[src/verilog/uart_pkg.sv]
/* UART core shared definitions
   Character, FIFO and baud widths plus the config, status and event words */
package uart_pkg;

  //////////////////////////////////////////////////////////////////////
  // Sizes
  //////////////////////////////////////////////////////////////////////

  localparam int NcoWidth    = 16;
  localparam int CharWidth   = 8;
  localparam int TxFifoDepth = 16;
  localparam int RxFifoDepth = 8;

  // Level counters hold 0..Depth inclusive
  localparam int TxLvlWidth  = $clog2(TxFifoDepth) + 1;
  localparam int RxLvlWidth  = $clog2(RxFifoDepth) + 1;

  //////////////////////////////////////////////////////////////////////
  // Types
  //////////////////////////////////////////////////////////////////////

  typedef logic [CharWidth-1:0] uart_char_t;

  // Static configuration, held stable while traffic runs
  typedef struct packed {
    logic                tx_en;
    logic                rx_en;
    logic                nf_en;
    logic                parity_en;
    logic                parity_odd;
    logic [NcoWidth-1:0] nco;
  } uart_cfg_t;

  typedef struct packed {
    logic                  rx_empty;
    logic                  rx_idle;
    logic                  tx_idle;
    logic                  tx_empty;
    logic                  rx_full;
    logic                  tx_full;
    logic [TxLvlWidth-1:0] tx_lvl;
    logic [RxLvlWidth-1:0] rx_lvl;
  } uart_status_t;

  // tx_empty is a level, the rest are single-cycle pulses
  typedef struct packed {
    logic tx_empty;
    logic tx_done;
    logic rx_overflow;
    logic rx_frame_err;
    logic rx_parity_err;
  } uart_events_t;

endpackage

[src/verilog/uart_char_fifo.sv]
/* Character FIFO
   Circular buffer with one-cycle clear, level count and full/empty flags */
`timescale 1ns/1ps

module uart_char_fifo #(
  parameter int Depth = 8
) (
  input  logic                   clk_i,
  input  logic                   rst_ni,
  input  logic                   clr_i,
  input  logic                   wvalid_i,
  input  uart_pkg::uart_char_t   wdata_i,
  input  logic                   rready_i,
  output uart_pkg::uart_char_t   rdata_o,
  output logic                   rvalid_o,
  output logic                   full_o,
  output logic [$clog2(Depth):0] depth_o
);

  localparam int PtrWidth = $clog2(Depth);
  localparam logic [PtrWidth-1:0] LastPtr = PtrWidth'(Depth - 1);

  uart_pkg::uart_char_t mem_q [Depth];

  logic [PtrWidth-1:0] wptr_q, rptr_q;
  logic [PtrWidth:0]   lvl_q;
  logic                do_write, do_read;

  assign rvalid_o = (lvl_q != '0);
  assign full_o   = (lvl_q == (PtrWidth+1)'(Depth));
  assign depth_o  = lvl_q;
  assign rdata_o  = mem_q[rptr_q];

  // Overrun writes and underrun reads are dropped
  assign do_write = wvalid_i & ~full_o;
  assign do_read  = rready_i & rvalid_o;

  always_ff @(posedge clk_i or negedge rst_ni) begin
    if (!rst_ni) begin
      wptr_q <= '0;
      rptr_q <= '0;
      lvl_q  <= '0;
    end else if (clr_i) begin
      wptr_q <= '0;
      rptr_q <= '0;
      lvl_q  <= '0;
    end else begin
      if (do_write) begin
        wptr_q <= (wptr_q == LastPtr) ? '0 : wptr_q + 1'b1;
      end
      if (do_read) begin
        rptr_q <= (rptr_q == LastPtr) ? '0 : rptr_q + 1'b1;
      end
      if (do_write && !do_read) begin
        lvl_q <= lvl_q + 1'b1;
      end else if (do_read && !do_write) begin
        lvl_q <= lvl_q - 1'b1;
      end
    end
  end

  // Storage array
  always_ff @(posedge clk_i) begin
    if (do_write && !clr_i) begin
      mem_q[wptr_q] <= wdata_i;
    end
  end

endmodule

[src/verilog/uart_tx.sv]
/* UART transmit serializer
   Sends start, 8 data bits LSB first, optional parity and a stop bit */
`timescale 1ns/1ps

module uart_tx (
  input  logic                 clk_i,
  input  logic                 rst_ni,
  input  logic                 tx_en_i,
  input  logic                 tick_x16_i,
  input  logic                 parity_en_i,
  input  logic                 parity_odd_i,
  input  logic                 load_i,
  input  uart_pkg::uart_char_t data_i,
  output logic                 idle_o,
  output logic                 tx_o
);

  // Start, data, parity slot and stop
  localparam int FrameWidth = uart_pkg::CharWidth + 3;
  // Bit counts include one trailing idle bit so idle follows a full stop bit
  localparam logic [3:0] BitsNoPar = 4'(uart_pkg::CharWidth + 3);
  localparam logic [3:0] BitsPar   = 4'(uart_pkg::CharWidth + 4);

  logic [FrameWidth-1:0] frame_q;
  logic [3:0]            tick_cnt_q;
  logic [3:0]            bit_cnt_q;
  logic                  tx_q;
  logic                  par_bit;
  logic                  bit_tick;

  // Even parity is the XOR of the data, odd parity its inverse
  assign par_bit  = (^data_i) ^ parity_odd_i;
  assign bit_tick = tick_x16_i & (tick_cnt_q == 4'hf);

  always_ff @(posedge clk_i or negedge rst_ni) begin
    if (!rst_ni) begin
      tick_cnt_q <= '0;
      bit_cnt_q  <= '0;
      tx_q       <= 1'b1;
    end else if (!tx_en_i) begin
      tick_cnt_q <= '0;
      bit_cnt_q  <= '0;
      tx_q       <= 1'b1;
    end else begin
      if (tick_x16_i) begin
        tick_cnt_q <= tick_cnt_q + 1'b1;
      end
      if (load_i) begin
        bit_cnt_q <= parity_en_i ? BitsPar : BitsNoPar;
      end else if (bit_tick && bit_cnt_q != '0) begin
        bit_cnt_q <= bit_cnt_q - 1'b1;
        tx_q      <= frame_q[0];
      end
    end
  end

  // Shift frame, ones fill in from the top
  always_ff @(posedge clk_i) begin
    if (load_i) begin
      frame_q <= {1'b1, (parity_en_i ? par_bit : 1'b1), data_i, 1'b0};
    end else if (bit_tick) begin
      frame_q <= {1'b1, frame_q[FrameWidth-1:1]};
    end
  end

  assign idle_o = (bit_cnt_q == '0);
  assign tx_o   = tx_q;

endmodule

[src/verilog/uart_rx.sv]
/* UART receive deserializer
   Mid-bit sampling from the 16x tick with parity and stop-bit checks */
`timescale 1ns/1ps

module uart_rx (
  input  logic                 clk_i,
  input  logic                 rst_ni,
  input  logic                 rx_en_i,
  input  logic                 tick_x16_i,
  input  logic                 parity_en_i,
  input  logic                 parity_odd_i,
  input  logic                 rx_i,
  output logic                 valid_o,
  output uart_pkg::uart_char_t data_o,
  output logic                 frame_err_o,
  output logic                 parity_err_o,
  output logic                 idle_o
);

  // Bit index 0 is the start bit, then data, then parity if enabled
  localparam logic [3:0] LastData = 4'(uart_pkg::CharWidth);
  localparam logic [3:0] ParIdx   = 4'(uart_pkg::CharWidth + 1);

  uart_pkg::uart_char_t data_q;

  logic       busy_q;
  logic       line_q;
  logic [3:0] tick_cnt_q;
  logic [3:0] bit_cnt_q;
  logic       par_q;
  logic       valid_q, frame_err_q, parity_err_q;
  logic       fall;
  logic       sample;
  logic       take_data, take_par, take_stop;

  assign fall   = line_q & ~rx_i;
  // Eighth tick after the edge lands mid-bit, then every 16 ticks
  assign sample = rx_en_i & busy_q & tick_x16_i & (tick_cnt_q == 4'd7);

  assign take_data = sample & (bit_cnt_q != '0) & (bit_cnt_q <= LastData);
  assign take_par  = sample & parity_en_i & (bit_cnt_q == ParIdx);
  assign take_stop = sample & (bit_cnt_q > LastData) & ~take_par;

  always_ff @(posedge clk_i or negedge rst_ni) begin
    if (!rst_ni) begin
      busy_q       <= 1'b0;
      line_q       <= 1'b1;
      tick_cnt_q   <= '0;
      bit_cnt_q    <= '0;
      valid_q      <= 1'b0;
      frame_err_q  <= 1'b0;
      parity_err_q <= 1'b0;
    end else begin
      line_q       <= rx_i;
      valid_q      <= 1'b0;
      frame_err_q  <= 1'b0;
      parity_err_q <= 1'b0;
      if (!rx_en_i) begin
        busy_q <= 1'b0;
      end else if (!busy_q) begin
        if (fall) begin
          busy_q     <= 1'b1;
          tick_cnt_q <= '0;
          bit_cnt_q  <= '0;
        end
      end else if (tick_x16_i) begin
        tick_cnt_q <= tick_cnt_q + 1'b1;
        if (sample) begin
          if (bit_cnt_q == '0) begin
            // Line back high at mid-start means a glitch, not a start bit
            if (rx_i) begin
              busy_q <= 1'b0;
            end else begin
              bit_cnt_q <= 4'd1;
            end
          end else if (take_stop) begin
            busy_q       <= 1'b0;
            valid_q      <= 1'b1;
            frame_err_q  <= ~rx_i;
            parity_err_q <= parity_en_i & ((^data_q) ^ par_q ^ parity_odd_i);
          end else begin
            bit_cnt_q <= bit_cnt_q + 1'b1;
          end
        end
      end
    end
  end

  // Received payload, LSB arrives first
  always_ff @(posedge clk_i) begin
    if (take_data) begin
      data_q <= {rx_i, data_q[uart_pkg::CharWidth-1:1]};
    end
    if (take_par) begin
      par_q <= rx_i;
    end
  end

  assign valid_o      = valid_q;
  assign data_o       = data_q;
  assign frame_err_o  = frame_err_q;
  assign parity_err_o = parity_err_q;
  assign idle_o       = ~busy_q;

endmodule

[src/verilog/uart_rx_filter.sv]
/* RX input conditioning
   Two-flop synchronizer followed by an optional 3-sample majority filter */
`timescale 1ns/1ps

module uart_rx_filter (
  input  logic clk_i,
  input  logic rst_ni,
  input  logic rx_i,
  input  logic nf_en_i,
  output logic line_o
);

  logic sync1_q, sync2_q;
  logic hist1_q, hist2_q;
  logic maj;

  // Line idles high, so every stage resets high
  always_ff @(posedge clk_i or negedge rst_ni) begin
    if (!rst_ni) begin
      sync1_q <= 1'b1;
      sync2_q <= 1'b1;
      hist1_q <= 1'b1;
      hist2_q <= 1'b1;
    end else begin
      sync1_q <= rx_i;
      sync2_q <= sync1_q;
      hist1_q <= sync2_q;
      hist2_q <= hist1_q;
    end
  end

  // Two of three agree, which swallows a single-cycle spike
  assign maj = (sync2_q & hist1_q) |
               (sync2_q & hist2_q) |
               (hist1_q & hist2_q);

  assign line_o = nf_en_i ? maj : sync2_q;

endmodule

[src/verilog/uart_core.sv]
/* UART core top level
   Baud NCO, TX/RX FIFOs, serializer, deserializer, status and events */
`timescale 1ns/1ps

module uart_core (
  input  logic                   clk_i,
  input  logic                   rst_ni,
  input  uart_pkg::uart_cfg_t    cfg_i,
  input  uart_pkg::uart_char_t   wdata_i,
  input  logic                   wvalid_i,
  output uart_pkg::uart_char_t   rdata_o,
  input  logic                   rready_i,
  input  logic                   tx_clr_i,
  input  logic                   rx_clr_i,
  input  logic                   rx_i,
  output logic                   tx_o,
  output uart_pkg::uart_status_t status_o,
  output uart_pkg::uart_events_t events_o
);

  logic [uart_pkg::NcoWidth:0]     nco_sum_q;
  logic                            tick_x16;
  uart_pkg::uart_char_t            tx_fifo_data, rx_data;
  logic                            tx_fifo_rvalid, tx_fifo_full, tx_pop;
  logic [uart_pkg::TxLvlWidth-1:0] tx_lvl;
  logic                            tx_idle, tx_idle_q, tx_ser, tx_q;
  logic                            rx_line, rx_valid, rx_frame_err, rx_parity_err, rx_idle;
  logic                            rx_push, rx_fifo_rvalid, rx_fifo_full;
  logic [uart_pkg::RxLvlWidth-1:0] rx_lvl;
  uart_pkg::uart_events_t          events_d, events_q;

  //////////////////////////////////////////////////////////////////////
  // Baud generator, tick rate is clk * nco / 2**NcoWidth
  //////////////////////////////////////////////////////////////////////

  always_ff @(posedge clk_i or negedge rst_ni) begin
    if (!rst_ni) begin
      nco_sum_q <= '0;
    end else if (cfg_i.tx_en || cfg_i.rx_en) begin
      nco_sum_q <= {1'b0, nco_sum_q[uart_pkg::NcoWidth-1:0]} + {1'b0, cfg_i.nco};
    end
  end

  assign tick_x16 = nco_sum_q[uart_pkg::NcoWidth];

  //////////////////////////////////////////////////////////////////////
  // Transmit path
  //////////////////////////////////////////////////////////////////////

  assign tx_pop = tx_idle & tx_fifo_rvalid & cfg_i.tx_en;

  uart_char_fifo #(.Depth(uart_pkg::TxFifoDepth)) u_tx_fifo (
    .clk_i, .rst_ni,
    .clr_i    (tx_clr_i),
    .wvalid_i (wvalid_i),
    .wdata_i  (wdata_i),
    .rready_i (tx_pop),
    .rdata_o  (tx_fifo_data),
    .rvalid_o (tx_fifo_rvalid),
    .full_o   (tx_fifo_full),
    .depth_o  (tx_lvl)
  );

  uart_tx u_tx (
    .clk_i, .rst_ni,
    .tx_en_i      (cfg_i.tx_en),
    .tick_x16_i   (tick_x16),
    .parity_en_i  (cfg_i.parity_en),
    .parity_odd_i (cfg_i.parity_odd),
    .load_i       (tx_pop),
    .data_i       (tx_fifo_data),
    .idle_o       (tx_idle),
    .tx_o         (tx_ser)
  );

  // Output flop keeps the pin glitch free
  always_ff @(posedge clk_i or negedge rst_ni) begin
    if (!rst_ni) begin
      tx_q      <= 1'b1;
      tx_idle_q <= 1'b1;
    end else begin
      tx_q      <= tx_ser;
      tx_idle_q <= tx_idle;
    end
  end

  assign tx_o = tx_q;

  //////////////////////////////////////////////////////////////////////
  // Receive path
  //////////////////////////////////////////////////////////////////////

  uart_rx_filter u_rx_filter (
    .clk_i, .rst_ni,
    .rx_i    (rx_i),
    .nf_en_i (cfg_i.nf_en),
    .line_o  (rx_line)
  );

  uart_rx u_rx (
    .clk_i, .rst_ni,
    .rx_en_i      (cfg_i.rx_en),
    .tick_x16_i   (tick_x16),
    .parity_en_i  (cfg_i.parity_en),
    .parity_odd_i (cfg_i.parity_odd),
    .rx_i         (rx_line),
    .valid_o      (rx_valid),
    .data_o       (rx_data),
    .frame_err_o  (rx_frame_err),
    .parity_err_o (rx_parity_err),
    .idle_o       (rx_idle)
  );

  // Only clean characters are stored
  assign rx_push = rx_valid & ~rx_frame_err & ~rx_parity_err;

  uart_char_fifo #(.Depth(uart_pkg::RxFifoDepth)) u_rx_fifo (
    .clk_i, .rst_ni,
    .clr_i    (rx_clr_i),
    .wvalid_i (rx_push),
    .wdata_i  (rx_data),
    .rready_i (rready_i),
    .rdata_o  (rdata_o),
    .rvalid_o (rx_fifo_rvalid),
    .full_o   (rx_fifo_full),
    .depth_o  (rx_lvl)
  );

  //////////////////////////////////////////////////////////////////////
  // Status and events
  //////////////////////////////////////////////////////////////////////

  assign status_o.rx_empty = ~rx_fifo_rvalid;
  assign status_o.rx_idle  = rx_idle;
  assign status_o.tx_idle  = tx_idle & ~tx_fifo_rvalid;
  assign status_o.tx_empty = ~tx_fifo_rvalid;
  assign status_o.rx_full  = rx_fifo_full;
  assign status_o.tx_full  = tx_fifo_full;
  assign status_o.tx_lvl   = tx_lvl;
  assign status_o.rx_lvl   = rx_lvl;

  // Done fires on the idle rising edge once nothing else is queued
  assign events_d.tx_empty      = (tx_lvl == '0);
  assign events_d.tx_done       = ~tx_fifo_rvalid & ~tx_idle_q & tx_idle;
  assign events_d.rx_overflow   = rx_push & rx_fifo_full;
  assign events_d.rx_frame_err  = rx_frame_err;
  assign events_d.rx_parity_err = rx_parity_err;

  always_ff @(posedge clk_i or negedge rst_ni) begin
    if (!rst_ni) begin
      events_q <= '0;
    end else begin
      events_q <= events_d;
    end
  end

  assign events_o = events_q;

endmodule

[config.mk]
export PLATFORM = sky130hd
export DESIGN_NAME = uart_core
export DESIGN_NICKNAME = d
export VERILOG_FILES = /design/src/verilog/uart_pkg.sv /design/src/verilog/uart_char_fifo.sv /design/src/verilog/uart_tx.sv /design/src/verilog/uart_rx.sv /design/src/verilog/uart_rx_filter.sv /design/src/verilog/uart_core.sv
export SDC_FILE = /design/constraint.sdc
export NUM_CORES = 1
export LEC_CHECK = 0
export BUFFER_PORTS_ARGS = -buffer_cell sky130_fd_sc_hd__buf_2
export CAP_MARGIN = 20
export CORE_MARGIN = 2
export CORE_UTILIZATION = 31
export CTS_BUF_LIST = sky130_fd_sc_hd__clkbuf_4
export DETAILED_ROUTE_END_ITERATION = 16
export RECOVER_POWER = 50
export SYNTH_ARGS = -nofsm -noshare
export SYNTH_HDL_FRONTEND = slang
export SYNTH_SLANG_ARGS = --single-unit
[constraint.sdc]
create_clock -name clk_i -period 3.02 [get_ports clk_i]
set_input_delay 0.453 -clock clk_i [delete_from_list [all_inputs] [get_ports clk_i]]
set_output_delay 0.453 -clock clk_i [all_outputs]
set_load 0.02 [all_outputs]
==> impl_results.md, run 1 <==
- Outcome: complete, but fails checks
- Final antenna-violating net count: 0
- Post-Layout Inst Area: approximately 15000 um^2
- Highest metal layer used by the detailed router: met4
- Type of the worst setup path: register to primary output
- Placeable Area: 39600 um^2
- IO Pins: between 60 and 70
- Class of the tightest hold or removal check: input port to register
- Slew @ Worst Pin: roughly 1.5 ns
- Tot Pwr: roughly 11 mW
- Required time at the worst-slack endpoint: approximately 2.6 ns
- # setup viols final: 0
- Via count of the first global-routing pass: 7438
- Post-synthesis cell type with the largest combined area: sky130_fd_sc_hd__edfxtp_1
- Met2 wire length: 12.0 mm
- Gate count of the mapped netlist: 820
- Pwr Density: about 760 nW/um^2
- Path length in cells of the critical path: 4
- Initial DRC count: about 530
- Yosys top cell area share: 0.508
- Seq cells post-synth: ~280
- Post-place instance area: around 14000 um^2
- Number of max-slew violations in the final report: just over 60
- Pin count of the biggest net entering global routing: 74
- Remaining Overflow, GRT: 0
- TritonCTS clock tree: built
- Vias per cell: about 4.7
- Largest delay share family, worst path: multiplexers
- Share of final-layout standard cells stronger than drive strength 1: 0.268
- Sequence of cells on the critical path: buf_4, mux4_2, mux2_2, buf_2
- Hold violation total from the final report: 0
- Share of async-settable or async-resettable flops after synthesis: 0.257
- Static leakage power: 5.41 nW
- Global-route wire length before repair: approximately 40 mm
- Rows: 73
- Initial antenna violation count: 1
- Crit path max fanout: 19
- Slew HR: -0.0265
- Filler cell count in the final layout: approximately 3800
- Post-route setup TNS: 0 ns
- Seq/Total Area, Yosys: 0.658
- Count of synthesis-stage warnings from yosys: 0
- Delay of the slowest cell on the worst path: ~0.56 ns
- Worst hold path stage count: 2
- Clock Tree Root: sky130_fd_sc_hd__clkbuf_4
- Post-synth top cells: 210 x sky130_fd_sc_hd__edfxtp_1, 69 x sky130_fd_sc_hd__nor2_1, 65 x sky130_fd_sc_hd__dfrtp_1, 60 x sky130_fd_sc_hd__nand2_1, 42 x sky130_fd_sc_hd__mux4_2
- Count of port buffers added during placement: 64
- Initial Util: 0.313
- Commonest register cell after synthesis: sky130_fd_sc_hd__edfxtp_1
- Max-cap violation count: 1
- Worst-case vdd ir drop: around 0.00024 V
- Gp weighted congestion: between 0.7 and 0.8
- Metal3 WL: 1.00 mm
- Synth-to-Final Area Change: 17.1%
- Final worst path period share: 0.939
- Final critical-path setup slack: between 0.15 and 0.2 ns
- Bufs on Longest Clock Path: 3
- Number of distinct library cells after synthesis: between 50 and 60
- Fmax: roughly 350 MHz
- Worst endpoint data arrival time: about 2.4 ns
- CTS buffer count: 76
- Crit path time final: approximately 2.8 ns
- H-tree depth: 3
- Detailed placer's ending HPWL: between 15 and 20 mm
- Aggregate routed wire length: ~25 mm
- DR pass1 iterations: 4
- Net total in the final layout: 1046
- Setup slack at placement: around 0.077 ns
- Synth area leaders: sky130_fd_sc_hd__edfxtp_1 51%, sky130_fd_sc_hd__dfrtp_1 13%, sky130_fd_sc_hd__mux4_2 7.6%
- Worst setup EP type: primary output
- Met1 wire length: about 11 mm
- Bufs and invs on worst path: 2
- Critical path startpoint category: register
- Height of the chip: about 200 um
- Die outline width: approximately 200 um
- Synthesized area: 12400 um^2
- Cell with the largest stage delay on the worst path: sky130_fd_sc_hd__mux4_2
- Final routed wire length divided by cell count: around 16 um
- Area of the die: between 40000 and 50000 um^2
- Count leader, synth: sky130_fd_sc_hd__edfxtp_1
- Post-route DRC violation count: 0
- Final worst clock skew: about 0.05 ns
- GRT Overall Usage: 0.122
- Clock transition time at the flip-flop clock pins of the worst setup and hold paths: roughly 0.07 ns
- DR vias: 7257
- Failing checks: capacitance limit, slew limit
- Number of flops mapped to enable cells by yosys: 210
- Number of cells on the worst reg-to-reg path: 8
- Clock latency at the later pin of the worst-skew pair: roughly 0.70 ns
- Net count after synthesis: 897
- Number of clock sinks: 284
- Post-Syn Area per Cell: 15.1 um^2
-- layout by cell type, fill, tap and decap left out, types with 18 or more instances in the layout --
| master | instances |
|---|---|
| sky130_fd_sc_hd__a21oi_1 | 31 |
| sky130_fd_sc_hd__buf_2 | 55 |
| sky130_fd_sc_hd__buf_4 | 35 |
| sky130_fd_sc_hd__clkbuf_4 | 110 |
| sky130_fd_sc_hd__dfrtp_1 | 64 |
| sky130_fd_sc_hd__edfxtp_1 | 210 |
| sky130_fd_sc_hd__ha_1 | 38 |
| sky130_fd_sc_hd__inv_1 | 24 |
| sky130_fd_sc_hd__mux4_2 | 42 |
| sky130_fd_sc_hd__nand2_1 | 60 |
| sky130_fd_sc_hd__nor2_1 | 69 |
| sky130_fd_sc_hd__nor3_1 | 18 |
| sky130_fd_sc_hd__o21ai_0 | 33 |
| sky130_fd_sc_hd__xnor2_1 | 28 |
-- state kept, by name, indices dropped and copies added, names as in the netlist, 4 cells and up --
name and flops:
events_o 5, nco_sum_q 17, u_rx.bit_cnt_q 4, u_rx.data_o 8, u_rx.tick_cnt_q 4, u_rx_fifo.depth_o 4
u_rx_fifo.mem_q 64, u_tx.bit_cnt_q 4, u_tx.frame_q 10, u_tx.tick_cnt_q 4, u_tx_fifo.depth_o 5, u_tx_fifo.mem_q 128
u_tx_fifo.rptr_q 4, u_tx_fifo.wptr_q 4
-- final timing paths --
| kind | start | to | slack, ns |
|---|---|---|---|
| max | u_rx_fifo.rptr_q[0]$_DFFE_PN0P_ | rdata_o[3] | 0.18 |
| min | rx_clr_i | u_rx_fifo.rptr_q[2]$_DFFE_PN0P_ | 0.11 |
| max reg2reg | u_tx_fifo.rptr_q[0]$_DFFE_PN0P_ | u_tx.frame_q[9]$_DFFE_PP_ | 0.20 |
| min reg2reg | u_rx_filter.sync1_q$_DFF_PN1_ | u_rx_filter.sync2_q$_DFF_PN1_ | 0.36 |
| max in group asynchronous | rst_ni | u_rx.tick_cnt_q[1]$_DFFE_PN0P_ | 0.56 |
| min in group asynchronous | rst_ni | u_tx_fifo.wptr_q[2]$_DFFE_PN0P_ | 0.39 |
-- routing by layer --
layer | vias up | track usage
li1 | 3452 | -
met1 | 3606 | 0.153
met2 | 137 | 0.200
met3 | 62 | 0.0305
met4 | 0 | 0.0502
met5 | - | 0
-- cells by family after synthesis --
kind of cell             after synthesis  share of synthesized area
multiplexers                          70                      0.113
adder cells (fa/ha/maj)               41                     0.0432
XOR/XNOR                              40                     0.0282
buffers and inverters                 58                     0.0211
AO/OA/AOI/OAI                        111                     0.0562
flip-flops                           284                      0.658
AND/OR/NAND/NOR                      216                     0.0802
-- layout make-up --
type                    count  area (um^2)  share of cell area
diodes                      1         2.50            0.000172
clock buffers             110          826              0.0569
clock inverters            22          141             0.00973
inverters                  24         90.1             0.00620
multi-input cells         478         3990               0.275
flip-flops and latches    284         8170               0.562
well taps                 525          657              0.0452
repair buffers            105          647              0.0445
-- worst reg2reg max path: cells and delay by family (launching register included) --
family,cells,cell delay (ns)
DFF,1,0.57
muxes,1,0.61
AOI/OAI and AO/OA,3,0.72
xor gates and xnor gates,4,0.65
-- per-stage QoR --
stage	utilization	hold WS (ns)	std cells
finish	0.366	0.107	1549
global route	0.366	0.0567	1549
CTS	0.366	0.0229	1547
detailed placement	0.341	0.349	1412
global placement	0.341	0.352	1412
floorplan	-	0.157	820
-- power breakdown --
group          total [mW]  internal (mW)  switching [mW]
clock network        3.36           1.84            1.52
logic                2.92           1.41            1.51
registers            4.77           4.52           0.248
total                11.1           7.77            3.28
-- timing repair --
item                                    CTS  global route
endpoints found under the hold margin    67             0
resized for setup                         0             4
buffers inserted                          0             0
hold buffers                              3             0
endpoints found under the setup margin    0             3
(Power assumes the default switching activity.)
==> inputs of run 2 (changes only) <==
- BUFFER_PORTS_ARGS: -buffer_cell sky130_fd_sc_hd__buf_2 -> -buffer_cell sky130_fd_sc_hd__clkbuf_2
- PLACE_DENSITY: not set -> 0.44
==> run 2 against run 1 <==
Effect of this change: the run now ends clean; combinational power rose by 4%; clock skew is 0.015 ns lower; count of clock-buffer cells in the layout up 7; highest routed layer unchanged; first-iteration DRC count down 34%; final cell count increased by 0.71%; die area unchanged; critical path type is now register to register; sequential share of layout area shrank 0.28 points; worst hold slack improved by 0.016 ns; wire length is 5.1% higher; utilization grew 0.17 points; largest cell class unchanged.
==> impl_results.md, run 2 (synthesized netlist as in run 1, its figures left out) <==
- Outcome: complete, no violations
- Switching power share of the total: 0.304
- Setup bufs post-CTS: 0
- Largest registers: u_tx_fifo.mem_q x128, u_rx_fifo.mem_q x64, nco_sum_q x17
- Worst endpoint data arrival time: about 3.2 ns
- Start of the worst register-to-register path: u_tx_fifo.rptr_q[0]$_DFFE_PN0P_
- Cell with the largest stage delay on the worst path: sky130_fd_sc_hd__mux4_1
- Share of final-layout standard cells stronger than drive strength 1: 0.276
- Hold violation total from the final report: 0
- Pwr Density: ~760 nW/um^2
- Delay of the slowest cell on the worst path: 0.54 ns
- Relative contribution of combinational cells to total power: 0.274
- Final worst path period share: 0.940
- Most common cell on crit path: sky130_fd_sc_hd__xnor2_1
- Total instance count after detailed placement: between 1000 and 1500
- Type of the worst setup path: register to register
- Crit path max fanout: 9
- Worst hold path stage count: 2
- Max FFs per register: 128
- Sequential share of power: 0.426
- Area of the die: 41600 um^2
- DR vias: a little over 7000
- Final antenna-violating net count: 0
- Setup slack at placement: approximately 0.11 ns
- Required time at the worst-slack endpoint: 3.42 ns
- Tot Pwr: around 11 mW
- Initial DRC count: 352
- Number of max-slew violations in the final report: 0
- Sequence of cells on the critical path: buf_12, mux4_1, a22o_1, a221oi_1, xnor2_1, xnor2_1, xnor2_1, xnor2_1, a31oi_1
- Worst setup EP type: register
- Final routed wire length divided by cell count: between 15 and 20 um
- Fmax: ~350 MHz
- Hold EP: u_rx_fifo.wptr_q[0]$_DFFE_PN0P_
- Aggregate routed wire length: about 26 mm
- Initial antenna violation count: 1
- Clock network power share: 0.299
- Smallest hold slack: roughly 0.12 ns
- Class of the tightest hold or removal check: input port to register
- Via count of the first global-routing pass: ~7600
- Clock transition time at the flip-flop clock pins of the worst setup and hold paths: 0.06 ns
- Die outline width: around 200 um
- Static leakage power: about 5.5 nW
- Global-route wire length before repair: approximately 42 mm
- Crit path time final: 2.84 ns
- IO Pins: 65
- TritonCTS clock tree: built
- Vias per cell: 4.65
- # setup viols final: 0
- Detailed placer's ending HPWL: between 15 and 20 mm
- H-tree depth: 3
- Gp weighted congestion: between 0.7 and 0.8
- Bufs on Longest Clock Path: 3
- Count of port buffers added during placement: 64
- Synth-to-Final Area Change: 17.7%
- Final worst clock skew: around 0.036 ns
- Initial Util: 0.313
- Startpoint of the worst hold path: rx_clr_i
- Clock latency at the later pin of the worst-skew pair: slightly above 0.7 ns
- Clock Tree Root: sky130_fd_sc_hd__clkbuf_4
- Post-route non-filler standard cell count: around 1600
- Switch Pwr: roughly 3.4 mW
- Commonest cells after routing, fill and taps aside: 210 x sky130_fd_sc_hd__edfxtp_1, 117 x sky130_fd_sc_hd__clkbuf_4, 69 x sky130_fd_sc_hd__nor2_1, 64 x sky130_fd_sc_hd__dfrtp_1, 60 x sky130_fd_sc_hd__nand2_1
- Flop2flop setup slack: around 0.18 ns
- Pin count of the biggest net entering global routing: 47
- Post-route setup TNS: 0 ns
- GRT Overall Usage: 0.132
- Internal power contribution: 7.73 mW
- Height of the chip: between 200 and 250 um
- DR pass1 iterations: 6
- Commonest non-fill, non-tap cell in the layout: sky130_fd_sc_hd__edfxtp_1
- Slew @ Worst Pin: between 1 and 1.5 ns
- Number of clock sinks: between 200 and 300
- Slew HR: 0.125
- Max-cap violation count: 0
- Top reg by flops: u_tx_fifo.mem_q
- Final critical-path setup slack: approximately 0.18 ns
- Rows: 73
- CTS buffer count: 81
- Critical R2R Capture: u_tx.frame_q[9]$_DFFE_PP_
- Filler cell count in the final layout: a little under 4000
- Worst-case vdd ir drop: ~0.00029 V
- Critical path startpoint category: register
- Placeable Area: slightly below 40000 um^2
- Remaining Overflow, GRT: 0
- Net total in the final layout: roughly 1100
- Post-route DRC violation count: 0
- Number of cells on the worst reg-to-reg path: 9
-- run 2: cell types whose count changed in the layout (fill, tap and decap cells not counted), sizes merged, moves of 2 or more --
| cell | change |
|---|---|
| dlygate4sd3 | +2 |
| buf | -50 |
| inv | +2 |
| clkinv | -4 |
| bufinv | -2 |
| clkbuf | +63 |
-- run 2: area by class of cell --
type | count | area [um^2] | area share
flip-flops and latches | 284 | 8160 | 0.560
multi-input cells | 478 | 4000 | 0.274
clock buffers | 117 | 878 | 0.0602
repair buffers | 114 | 737 | 0.0505
well taps | 525 | 657 | 0.0450
inverters | 24 | 90.1 | 0.00617
clock inverters | 17 | 66.3 | 0.00454
diodes | 1 | 2.50 | 0.000171
-- run 2: how the worst max path moves through the flow --
| stage | startpoint | end | slack, ns | depth (start not counted) |
|---|---|---|---|---|
| floorplan | u_rx_fifo.depth_o[1]$_DFFE_PN0P_ | u_rx_fifo.depth_o[3]$_DFFE_PN0P_ | 0.09 | 11 |
| global placement | u_tx_fifo.rptr_q[0]$_DFFE_PN0P_ | u_tx.frame_q[9]$_DFFE_PP_ | 0.17 | 9 |
| detailed placement | u_tx_fifo.rptr_q[0]$_DFFE_PN0P_ | u_tx.frame_q[9]$_DFFE_PP_ | 0.11 | 9 |
| CTS | u_rx_fifo.rptr_q[0]$_DFFE_PN0P_ | rdata_o[7] | 0.04 | 4 |
| global route | u_tx_fifo.depth_o[0]$_DFFE_PN0P_ | u_tx_fifo.depth_o[4]$_DFFE_PN0P_ | -0.002 | 13 |
| finish | u_tx_fifo.rptr_q[0]$_DFFE_PN0P_ | u_tx.frame_q[9]$_DFFE_PP_ | 0.18 | 9 |
-- run 2: critical path, delay by kind of cell (launching register included) --
kind            cells  cell delay, ns
mux                 1            0.54
flops               1            0.52
compound gates      3            0.67
buf+inv             1            0.18
xor+xnor            4            0.62
-- run 2: power groups by stage --
stage / logic, mW / registers, mW / clock network, mW
CTS: 3.10 / 4.74 / 3.50
floorplan: 2.30 / 4.81 / 0
global route: 3.43 / 4.78 / 3.71
global placement: 3.07 / 4.81 / 0
detailed placement: 3.07 / 4.81 / 0
finish: 3.04 / 4.74 / 3.33
-- run 2: layer usage --
metal / wire (um) / up-vias / track usage / share of wire
met1: 12100 / 3585 / 0.171 / 0.46
li1: - / 3474 / - / -
met5: 0 / - / 0 / 0
met4: 672 / 0 / 0.0533 / 0.026
met3: 1140 / 59 / 0.0364 / 0.044
met2: 12200 / 137 / 0.209 / 0.47
-- run 2: metrics by stage --
stage,area (um^2),util
final,14600,0.368
after global routing,14600,0.368
after CTS,14600,0.368
after detailed placement,13600,0.343
after global placement,13600,0.343
after floorplan,12400,-
-- run 2: timing repair --
action,in CTS,in global routing
hold buffers,5,0
endpoints found under the setup margin,0,9
gates resized for setup,0,3
endpoints found under the hold margin,45,0
